## src/logic/frame_macros.svh

```systemverilog
// frame, chunk and color sizes for the pattern loopback, include where a width is needed
`ifndef FRAME_MACROS_SVH
`define FRAME_MACROS_SVH

// frame size in pixels
`define FB_HRES 320
`define FB_VRES 180

// one chunk carries eight rgb565 pixels
`define PIX_PER_CHUNK 8
`define PIX_WIDTH 16
`define CHUNK_WIDTH 128

// 320 * 180 / 8 chunks per frame
`define FRAME_CHUNKS 7200
`define ADDR_WIDTH 13

// rgb565 field widths, red on top
`define RED_WIDTH 5
`define GREEN_WIDTH 6
`define BLUE_WIDTH 5

// expanded channel width on the display side
`define COLOR_WIDTH 8

// pattern select code width
`define PAT_WIDTH 2

// shown whenever no pixel is taken
`define FILL_PIXEL 16'hf800

// frame counter, wraps at 64
`define FC_WIDTH 6

`endif

```

## src/logic/frame_pkg.sv

```systemverilog
// shared types for the pattern loopback path, imported by the RTL and the testbench
`include "frame_macros.svh"

package frame_pkg;

  // one rgb565 word, read either raw or by color field
  typedef union packed {
    logic [`PIX_WIDTH-1:0] raw;
    struct packed {
      logic [`RED_WIDTH-1:0]   red;
      logic [`GREEN_WIDTH-1:0] green;
      logic [`BLUE_WIDTH-1:0]  blue;
    } rgb;
  } pixel_t;

  // eight pixels, slot 0 in the low bits
  typedef pixel_t [`PIX_PER_CHUNK-1:0] chunk_t;

  // chunk index within a frame
  typedef logic [`ADDR_WIDTH-1:0] chunk_addr_t;

  // 0 white, 1 column ramp, 2 row ramp, 3 checkerboard
  typedef logic [`PAT_WIDTH-1:0] pattern_t;

  // completed frames since reset
  typedef logic [`FC_WIDTH-1:0] frame_count_t;

  // one expanded display channel
  typedef logic [`COLOR_WIDTH-1:0] color8_t;

endpackage

```

## src/logic/chunk_unstacker.sv

```systemverilog
// one-chunk buffer that replays its eight pixels in order, sits between stacker and expander
`timescale 1ns/1ps
`include "frame_macros.svh"

module chunk_unstacker (
  input  logic              clk_camera,
  input  logic              recent_reset,
  input  logic              chunk_valid_i,
  input  frame_pkg::chunk_t chunk_data_i,
  input  logic              chunk_last_i,
  input  logic              pixel_ready_i,
  output logic              chunk_ready_o,
  output logic              pixel_valid_o,
  output frame_pkg::pixel_t pixel_data_o,
  output logic              pixel_last_o
);

  import frame_pkg::*;

  localparam int SW = $clog2(`PIX_PER_CHUNK);

  // buffer holds a chunk, slot counter tracks position
  logic                    full_q;
  logic [SW-1:0]           slot_q;
  logic [`CHUNK_WIDTH-1:0] buf_q;
  // chunk was the last of its frame
  logic                    last_q;

  logic take;
  logic end_slot;

  assign take     = full_q && pixel_ready_i;
  assign end_slot = (slot_q == SW'(`PIX_PER_CHUNK - 1));

  always_ff @(posedge clk_camera) begin
    if (recent_reset) begin
      full_q <= 1'b0;
      slot_q <= '0;
    end else if (!full_q) begin
      // only fill when empty
      if (chunk_valid_i) begin
        full_q <= 1'b1;
        slot_q <= '0;
      end
    end else if (take) begin
      slot_q <= slot_q + 1'b1;
      // drained after slot 7
      if (end_slot) begin
        full_q <= 1'b0;
      end
    end
  end

  // shift right one pixel per take, current slot always in the low bits
  always_ff @(posedge clk_camera) begin
    if (!full_q) begin
      buf_q  <= chunk_data_i;
      last_q <= chunk_last_i;
    end else if (take) begin
      buf_q <= {{`PIX_WIDTH{1'b0}}, buf_q[`CHUNK_WIDTH-1:`PIX_WIDTH]};
    end
  end

  assign chunk_ready_o = !full_q;
  assign pixel_valid_o = full_q;
  assign pixel_data_o  = pixel_t'(buf_q[`PIX_WIDTH-1:0]);
  // frame last only on slot 7 of the marked chunk
  assign pixel_last_o  = full_q && last_q && end_slot;

endmodule

```

## src/logic/frame_config.sv

```systemverilog
// pattern select register and frame counter, steers pattern_stacker between frames
`timescale 1ns/1ps

module frame_config (
  input  logic                    clk_camera,
  input  logic                    recent_reset,
  input  frame_pkg::pattern_t     pattern_sel_i,
  input  logic                    frame_done_i,
  output frame_pkg::pattern_t     pattern_o,
  output frame_pkg::frame_count_t frame_count_o
);

  import frame_pkg::*;

  // active pattern, never changes inside a frame
  pattern_t     pattern_q;
  // frames finished since reset
  frame_count_t count_q;

  always_ff @(posedge clk_camera) begin
    if (recent_reset) begin
      // follow the switches while held in reset
      pattern_q <= pattern_sel_i;
      count_q   <= '0;
    end else if (frame_done_i) begin
      // last chunk just left, next frame takes the new code
      pattern_q <= pattern_sel_i;
      // wraps at 64 on its own
      count_q   <= count_q + 1'b1;
    end
  end

  assign pattern_o     = pattern_q;
  assign frame_count_o = count_q;

endmodule

```

## src/logic/frame_loopback_top.sv

```systemverilog
// top of the pattern loopback, pattern source through chunk buffer to the rgb888 output
`timescale 1ns/1ps

module frame_loopback_top (
  input  logic                    clk_camera,
  input  logic                    recent_reset,
  input  frame_pkg::pattern_t     pattern_sel_i,
  input  logic                    draw_ready_i,
  output frame_pkg::color8_t      red_o,
  output frame_pkg::color8_t      green_o,
  output frame_pkg::color8_t      blue_o,
  output logic                    pixel_take_o,
  output logic                    pixel_last_o,
  output frame_pkg::frame_count_t frame_count_o
);

  import frame_pkg::*;

  // config to stacker
  pattern_t pattern;
  logic     frame_done;

  // chunk bus
  logic        chunk_valid;
  logic        chunk_ready;
  chunk_t      chunk_data;
  chunk_addr_t chunk_addr;
  logic        chunk_last;

  // pixel bus
  logic   pixel_valid;
  pixel_t pixel_data;
  logic   pixel_last;

  frame_config u_config (
    .clk_camera    (clk_camera),
    .recent_reset  (recent_reset),
    .pattern_sel_i (pattern_sel_i),
    .frame_done_i  (frame_done),
    .pattern_o     (pattern),
    .frame_count_o (frame_count_o)
  );

  pattern_stacker u_stacker (
    .clk_camera    (clk_camera),
    .recent_reset  (recent_reset),
    .pattern_i     (pattern),
    .chunk_ready_i (chunk_ready),
    .chunk_valid_o (chunk_valid),
    .chunk_data_o  (chunk_data),
    .chunk_addr_o  (chunk_addr),
    .chunk_last_o  (chunk_last),
    .frame_done_o  (frame_done)
  );

  chunk_unstacker u_unstacker (
    .clk_camera    (clk_camera),
    .recent_reset  (recent_reset),
    .chunk_valid_i (chunk_valid),
    .chunk_data_i  (chunk_data),
    .chunk_last_i  (chunk_last),
    // display ready is a plain level
    .pixel_ready_i (draw_ready_i),
    .chunk_ready_o (chunk_ready),
    .pixel_valid_o (pixel_valid),
    .pixel_data_o  (pixel_data),
    .pixel_last_o  (pixel_last)
  );

  pixel_expander u_expander (
    .clk_camera    (clk_camera),
    .recent_reset  (recent_reset),
    .pixel_valid_i (pixel_valid),
    .pixel_ready_i (draw_ready_i),
    .pixel_data_i  (pixel_data),
    .pixel_last_i  (pixel_last),
    .red_o         (red_o),
    .green_o       (green_o),
    .blue_o        (blue_o),
    .pixel_take_o  (pixel_take_o),
    .pixel_last_o  (pixel_last_o)
  );

endmodule

```

## src/logic/pattern_stacker.sv

```systemverilog
// test pattern source, walks the frame and hands out eight-pixel chunks with their address
`timescale 1ns/1ps
`include "frame_macros.svh"

module pattern_stacker (
  input  logic                   clk_camera,
  input  logic                   recent_reset,
  input  frame_pkg::pattern_t    pattern_i,
  input  logic                   chunk_ready_i,
  output logic                   chunk_valid_o,
  output frame_pkg::chunk_t      chunk_data_o,
  output frame_pkg::chunk_addr_t chunk_addr_o,
  output logic                   chunk_last_o,
  output logic                   frame_done_o
);

  import frame_pkg::*;

  localparam int HW = $clog2(`FB_HRES);
  localparam int VW = $clog2(`FB_VRES);

  // raster position of slot 0 in the current chunk
  logic [HW-1:0] h_q;
  logic [VW-1:0] v_q;
  chunk_addr_t   addr_q;

  logic   valid_q;
  chunk_t chunk_q;

  // combinational chunk for the current position
  chunk_t        chunk_next;
  pixel_t        pix;
  logic [HW-1:0] col;

  logic xfer;

  always_comb begin
    chunk_next = '0;
    pix        = '0;
    col        = '0;
    for (int i = 0; i < `PIX_PER_CHUNK; i++) begin
      col     = h_q + HW'(i);
      pix.raw = '0;
      unique case (pattern_i)
        2'd0: pix.raw = 16'hffff;
        // ramps write the counters straight into the raw word
        2'd1: pix.raw = `PIX_WIDTH'(col);
        2'd2: pix.raw = `PIX_WIDTH'(v_q);
        // checkerboard of 8x8 tiles, built through the fields
        2'd3: begin
          if (col[3] != v_q[3]) begin
            pix.rgb.red  = '1;
            pix.rgb.blue = '0;
          end else begin
            pix.rgb.red  = '0;
            pix.rgb.blue = '1;
          end
          pix.rgb.green = '0;
        end
        default: pix.raw = '0;
      endcase
      chunk_next[i] = pix;
    end
  end

  // transfer cycle on the chunk bus
  assign xfer = valid_q && chunk_ready_i;

  always_ff @(posedge clk_camera) begin
    if (recent_reset) begin
      valid_q <= 1'b0;
      h_q     <= '0;
      v_q     <= '0;
      addr_q  <= '0;
    end else if (!valid_q) begin
      // load and present one cycle later
      valid_q <= 1'b1;
    end else if (xfer) begin
      valid_q <= 1'b0;
      // step eight columns, then next row
      if (h_q == HW'(`FB_HRES - `PIX_PER_CHUNK)) begin
        h_q <= '0;
        if (v_q == VW'(`FB_VRES - 1)) begin
          v_q <= '0;
        end else begin
          v_q <= v_q + 1'b1;
        end
      end else begin
        h_q <= h_q + HW'(`PIX_PER_CHUNK);
      end
      if (chunk_last_o) begin
        addr_q <= '0;
      end else begin
        addr_q <= addr_q + 1'b1;
      end
    end
  end

  // payload captured while idle, held through back-pressure
  always_ff @(posedge clk_camera) begin
    if (!valid_q) begin
      chunk_q <= chunk_next;
    end
  end

  assign chunk_valid_o = valid_q;
  assign chunk_data_o  = chunk_q;
  assign chunk_addr_o  = addr_q;
  assign chunk_last_o  = (addr_q == chunk_addr_t'(`FRAME_CHUNKS - 1));
  // one pulse as the last chunk of the frame leaves
  assign frame_done_o  = xfer && chunk_last_o;

endmodule

```

## src/logic/pixel_expander.sv

```systemverilog
// display stage, registers rgb888 from each taken rgb565 pixel and fill red otherwise
`timescale 1ns/1ps
`include "frame_macros.svh"

module pixel_expander (
  input  logic              clk_camera,
  input  logic              recent_reset,
  input  logic              pixel_valid_i,
  input  logic              pixel_ready_i,
  input  frame_pkg::pixel_t pixel_data_i,
  input  logic              pixel_last_i,
  output frame_pkg::color8_t red_o,
  output frame_pkg::color8_t green_o,
  output frame_pkg::color8_t blue_o,
  output logic              pixel_take_o,
  output logic              pixel_last_o
);

  import frame_pkg::*;

  logic   take;
  pixel_t pix_sel;
  pixel_t fill;

  assign fill = pixel_t'(`FILL_PIXEL);
  // handshake on the pixel bus
  assign take = pixel_valid_i && pixel_ready_i;
  // no take shows fill red
  assign pix_sel = take ? pixel_data_i : fill;

  always_ff @(posedge clk_camera) begin
    if (recent_reset) begin
      pixel_take_o <= 1'b0;
      pixel_last_o <= 1'b0;
      // screen starts on fill red
      red_o   <= {fill.rgb.red, {(`COLOR_WIDTH - `RED_WIDTH){1'b0}}};
      green_o <= {fill.rgb.green, {(`COLOR_WIDTH - `GREEN_WIDTH){1'b0}}};
      blue_o  <= {fill.rgb.blue, {(`COLOR_WIDTH - `BLUE_WIDTH){1'b0}}};
    end else begin
      pixel_take_o <= take;
      pixel_last_o <= take && pixel_last_i;
      // zero pad each field up to 8 bits
      red_o   <= {pix_sel.rgb.red, {(`COLOR_WIDTH - `RED_WIDTH){1'b0}}};
      green_o <= {pix_sel.rgb.green, {(`COLOR_WIDTH - `GREEN_WIDTH){1'b0}}};
      blue_o  <= {pix_sel.rgb.blue, {(`COLOR_WIDTH - `BLUE_WIDTH){1'b0}}};
    end
  end

endmodule

```

## config.mk

```make
export PLATFORM = sky130hd
export DESIGN_NAME = frame_loopback_top
export DESIGN_NICKNAME = d
export VERILOG_FILES = /design/src/logic/frame_pkg.sv /design/src/logic/chunk_unstacker.sv /design/src/logic/frame_config.sv /design/src/logic/frame_loopback_top.sv /design/src/logic/pattern_stacker.sv /design/src/logic/pixel_expander.sv
export VERILOG_INCLUDE_DIRS = /design/src /design/src/logic
export SDC_FILE = /design/constraint.sdc
export NUM_CORES = 1
export LEC_CHECK = 0
export CAP_MARGIN = 0
export CELL_PAD_IN_SITES_DETAIL_PLACEMENT = 0
export CELL_PAD_IN_SITES_GLOBAL_PLACEMENT = 1
export CORE_UTILIZATION = 47
export CTS_BUF_LIST = sky130_fd_sc_hd__clkbuf_8
export CTS_CLUSTER_DIAMETER = 60
export DETAILED_ROUTE_END_ITERATION = 8
export DONT_BUFFER_PORTS = 1
export PLACE_DENSITY_LB_ADDON = 0.15
export SETUP_SLACK_MARGIN = 0.1
export SLEW_MARGIN = 15
export SYNTH_ARGS = -nofsm -noshare
export SYNTH_HDL_FRONTEND = slang
export SYNTH_SLANG_ARGS = --single-unit
```

## constraint.sdc

```tcl
create_clock -name clk_camera -period 3.8 [get_ports clk_camera]
set_clock_uncertainty 0.2 [all_clocks]
set_input_delay 0.76 -clock clk_camera [delete_from_list [all_inputs] [get_ports clk_camera]]
set_output_delay 0.76 -clock clk_camera [all_outputs]
set_load 0.01 [all_outputs]
```

# Word level (Yosys, flattened, before mapping)
# Cells that the tools add are included.
[classes]
add_sub_neg = 12
multipliers = 0
n_div = 0
order_cmp = 0
n_eq_ne = 16
n_shift = 0
n_mux = 40
n_bitwise = 1
n_reduce_logical = 14
[op_table]
columns = ["cell", "n"]
rows = [
  ["one-hot mux 16 bit (4 select lines)", 8],
  ["2-to-1 mux 128 bit", 2],
  ["2-to-1 mux 5 bit", 16],
  ["adder 9 x 3 -> 9 bit (second input constant)", 4],
  ["adder 9 x 2 -> 9 bit (second input constant)", 2],
  ["adder 13 x 1 -> 13 bit (second input constant)", 1],
  ["equality test 13 bit (second input constant)", 1],
  ["2-to-1 mux 13 bit", 1],
  ["adder 9 x 1 -> 9 bit (second input constant)", 1],
  ["adder 9 x 4 -> 9 bit (second input constant)", 1],
  ["equality test 9 bit (second input constant)", 1],
  ["2-to-1 mux 3 bit", 3],
  ["2-to-1 mux 9 bit", 1],
  ["adder 8 x 1 -> 8 bit (second input constant)", 1],
  ["equality test 8 bit (second input constant)", 1],
  ["2-to-1 mux 8 bit", 1],
  ["inequality test 1 bit", 8],
  ["adder 6 x 1 -> 6 bit (second input constant)", 1],
  ["logical AND 1 bit", 6],
  ["2-to-1 mux 1 bit", 6],
  ["equality test 2 bit (second input constant)", 2],
  ["2-to-1 mux 2 bit", 2],
  ["AND reduction 2 bit", 2],
  ["nonzero test 2 bit", 2],
  ["9 further kinds", 9],
]
[word_totals]
ff_bits = 326
latchBits = 0
ramBits = 0
rom_bits = 0
input_bits = 5
out_inout_bits = 32
word_cells = 109
memories = 0

# Logic depth before layout (Yosys ltp)
[logic_depth]
word_depth = 5
mapped_depth = 6
depth_no_buf = 5

# Modules after synthesis
# From an unflattened synthesis, not the netlist that was laid out.
[unflattened]
cells_unflattened = 723
area_unflattened_um2 = 10087.2
[modules_own_cells]
columns = ["mod", "instances", "cells_each", "area_each_um2", "seq_area_each_um2"]
rows = [
  ["chunk_unstacker", 1, 310, 5830.6, 3953.8],
  ["pattern_stacker", 1, 338, 3313.2, 1491.4],
  ["pixel_expander", 1, 48, 638.1, 360.3],
  ["frame_config", 1, 27, 305.3, 180.2],
]

# Least setup slack after synthesis
# OpenSTA, ideal clock, no wires.
[synth_path]
path_type = "input to register"
start = "input port draw_ready_i"
end = "register u_unstacker.buf_q[0] (enable)"
setup_ps = 442
arrival_ps = 2766
required_time_ps = 3158
path_slack_ps = 392
stages = 3
path_buffers = 1
path_cell_list = "clkbuf_1 > nor2_1 > inv_1"
[synth_via]
elab_chain_len = 2
[synth_lines]
columns = ["item", "line", "source"]
rows = [
  ["start, declared", "frame_loopback_top.sv:8", "input logic draw_ready_i,"],
  ["logical AND 1 bit", "chunk_unstacker.sv:32", "assign take = full_q && pixel_ready_i;"],
  ["inequality test 2 x 1 -> 1 bit (no source line)", "--", ""],
  ["end signal, assigned", "chunk_unstacker.sv:57", "buf_q <= chunk_data_i;"],
  ["end signal, assigned", "chunk_unstacker.sv:60", "buf_q <= {{`PIX_WIDTH{1'b0}}, buf_q[`CHUNK_WIDTH-1:`PIX_WIDTH]};"],
  ["end, declared", "chunk_unstacker.sv:25", "logic [`CHUNK_WIDTH-1:0] buf_q;"],
]
# No other way between the ends.
# A chain may end at the register's enable or synchronous reset.

# Final worst setup path
[layout_path]
start = "register u_unstacker.full_q, in the netlist u_unstacker.pixel_valid_o"
end = "register u_stacker.v_q[4]"
[layout_via]
elab_chain_len = 3
[layout_lines]
columns = ["item", "line", "source"]
rows = [
  ["start, declared", "chunk_unstacker.sv:23", "logic full_q;"],
  ["start signal, assigned", "chunk_unstacker.sv:37", "full_q <= 1'b0;"],
  ["start signal, assigned", "chunk_unstacker.sv:42", "full_q <= 1'b1;"],
  ["start signal, assigned", "chunk_unstacker.sv:49", "full_q <= 1'b0;"],
  ["zero test 1 bit", "--", ""],
  ["logical AND 1 bit", "pattern_stacker.sv:67", "assign xfer = valid_q && chunk_ready_i;"],
  ["AND reduction 3 bit (no source line)", "--", ""],
  ["end signal, assigned", "pattern_stacker.sv:86", "v_q <= v_q + 1'b1;"],
  ["end, declared", "pattern_stacker.sv:24", "logic [VW-1:0] v_q;"],
]
# No other way between the ends.

==> out/qor.csv <==
metric,value,unit
ys.flop_type,edfxtp_1,
final.fill_count,1282,
final_area,7540,sq um
grt_use_total,0.160,
cts_tree,done,
antenna_found_initial,0,
maxCapViolCount,0,
path_clk_slew,0.08,ns
synth_async_sr_flop_share,0,
coreArea,14600,sq um
p_sw,0.865,mW
muxShareOfSynthArea,0.0236,
cts_made_buffers,17,
gp_congestion,0.808,
met1Wirelength,5710,um
post_dp_cell_area,7150,sq um
pre_cts_ws,1.47,ns
netlist_area,7040,sq um
timing.final.ws_setup,1.46,ns
path_buf_inv,0,
ys_ff_latch,174,
pwr-share-clk,0.324,
crit_chain,nor2b_1 -> nand3_1 -> o21ai_1 -> nor2_1,
num_io_pins,37,
grt_max_degree,79,
cp_max_fo,20,
die_y,124,um
clk_latency,0.46,ns
holdWs,0.165,ns
required,3.93,ns
viasPerCell,5.12,
syn_inst,606,
layout-drive-gt1-share,0.0832,
synth_edf_count,123,
holdBufCountCts,0,
vias,4084,
synth_compound_area_frac,0.0492,
seq_power_share,0.611,
start_kind,flop,
endpoint_kind,flop,
wl_met3,401,um
critPathKind,reg -> reg,
slowest_stage,nor2b_1,
fin_util,0.517,
comb_power_share,0.065,
syn_avg_cell_area,11.6,sq um
max_freq,427,MHz
die_w,124,um
p_leak,2.98,nW
grt_pass1_vias,3902,
relSlewSlack,0.397,
hold_viol_final,0,
die-area,15500,sq um
grt_pass1_wl,19300,um
p_sw_frac,0.226,
drtPass1Iterations,5,
antenna_left,0,
grt_overflow,0,
yosysWarningCount,0,
htreeDepth,4,
internal-power,2.97,mW
critPathTopFamily,simple AND/OR/NAND/NOR gates,
synth.distinct_cells,44,
ys_seq_area_frac,0.670,
nNetsFinal,611,
postCtsSetupBuffers,0,
yosys-top-cells-area,"edfxtp_1, dfxtp_1, nand2_1, mux2_2, nor2_1",
met2WireLength,5120,um
cts_resized,0,
port_buffers,0,
yosys.area.top_type_share,0.525,
cts.path.max_buffers,2,
cts-root-buf,clkbuf_8,
drc_errors,0,
cts.sinks,174,
fin_crit_sh,0.616,
tightest_slew,0.903,ns
setup_viol,0,
slew_viol_final,0,
power_density,508,nW/um^2
synth-xor-area-share,0.0299,
vdd_ir_drop_max,211,uV
top_layer,met4,
syn_to_final_growth,7.02,%
slowest_delay,0.74,ns
rows,44,
yosysTopAreaCell,edfxtp_1,
tns,0,ns
min_period,2.34,ns
initial_core_util,0.483,
synth_fa_ha_area_frac,0.0107,
num_antenna_cells,0,
rsz0062_at_grt,false,
synth_top_family_by_area,simple AND/OR/NAND/NOR gates,
status,"finished, final reports clean",
worstPathArrival,2.47,ns
drtIter0Drc,351,
wl,11400,um
yosys.area_share.simple,0.179,
hpwl,7280,um
wl_per_cell,14.3,um
hp-class,in -> reg,
[Yosys cell counts (3+ instances only)]
master     count
a21oi_1       22
xnor2_1       13
nor2_1        36
edfxtp_1     123
nand4_1        7
a2bb2oi_1      8
xor2_1        11
nand3_1       15
dfxtp_1       51
inv_1         19
nor3_1         4
nand2b_1       5
or3_1          8
o21a_1         7
clkbuf_1      17
nor4_1         5
buf_4         13
o21ai_0       10
and3_1         3
nand2_1      162
ha_1           6
mux2_2        13
buf_2          6
nor2b_1        4
and2_1        13
[layer usage]
metal / GRT usage / up-vias
met5: 0 / -
met3: 0.0515 / 20
met1: 0.219 / 1951
met4: 0.0624 / 0
li1: - / 2064
met2: 0.234 / 49
[state kept, by name, indices dropped and copies added, names as in the netlist, 2 cells and up]
| register | cells |
|---|---|
| u_config.pattern_o | 2 |
| u_expander.green_o | 5 |
| u_expander.blue_o | 5 |
| u_stacker.v_q | 8 |
| u_unstacker.slot_q | 3 |
| u_config.frame_count_o | 6 |
| u_stacker.h_q | 6 |
| u_stacker.chunk_addr_o | 13 |
| u_stacker.chunk_data_o | 32 |
| u_unstacker.buf_q | 88 |
[cells in the final DEF (no fill, tap or decap), drive strengths merged, types with 5 or more instances in the layout]
master / netlist / routed
edfxtp: 123 / 123
nor2: 36 / 36
a2bb2oi: 8 / 8
mux2: 13 / 13
o21ai: 12 / 12
clkbuf: 17 / 19
ha: 6 / 6
a21oi: 22 / 22
or3: 8 / 8
nand2: 162 / 162
clkinv: 0 / 7
dfxtp: 51 / 51
nand2b: 5 / 5
xnor2: 13 / 13
conb: 1 / 8
o21a: 7 / 7
inv: 19 / 21
and2: 13 / 13
xor2: 11 / 11
nor4: 5 / 5
nand4: 9 / 9
nand3: 15 / 15
[power groups by stage]
stage          logic (mW)  clock network (mW)  registers, mW
6_report            0.248                1.24           2.34
3_5_place_dp        0.254                   0           2.39
5_1_grt             0.289                1.36           2.37
3_3_place_gp        0.246                   0           2.38
2_1_floorplan       0.217                   0           2.36
4_1_cts             0.256                1.29           2.34
[path summary, 6_finish.rpt]
path | startpoint | endpoint | slack, ns | depth (start not counted)
hold reg to reg | u_unstacker.buf_q[7] | u_expander.green_o[4] | 0.24 | 1
setup reg to reg | u_unstacker.pixel_valid_o | u_stacker.v_q[4] | 1.46 | 4
hold / removal | recent_reset | u_config.frame_count_o[4] | 0.17 | 1
setup / recovery | u_unstacker.pixel_valid_o | u_stacker.v_q[4] | 1.46 | 4
[kinds of logic after synthesis]
family,Yosys count
adder cells (fa/ha/maj),6
AO/OA/AOI/OAI,56
flip-flops,174
XOR/XNOR,24
other,1
buffers and inverters,55
multiplexers,15
AND/OR/NAND/NOR,275
[metrics by stage]
stage | power (mW) | instances
after floorplan | 2.57 | 613
after global placement | 2.63 | 765
after detailed placement | 2.64 | 765
after CTS | 3.88 | 797
after global routing | 4.01 | 797
final | 3.83 | 797
[final cells by class]
class / count / area, sq um / share of cell area
Timing Repair Buffer: 4 / 42.5 / 0.00565
Multi-Input combinational cell: 384 / 2090 / 0.277
Sequential cell: 174 / 4720 / 0.626
Clock inverter: 13 / 123 / 0.0163
Clock buffer: 19 / 262 / 0.0347
Tap cell: 184 / 230 / 0.0305
Inverter: 19 / 72.6 / 0.00963
No activity file was read; power rests on OpenSTA's default activity.
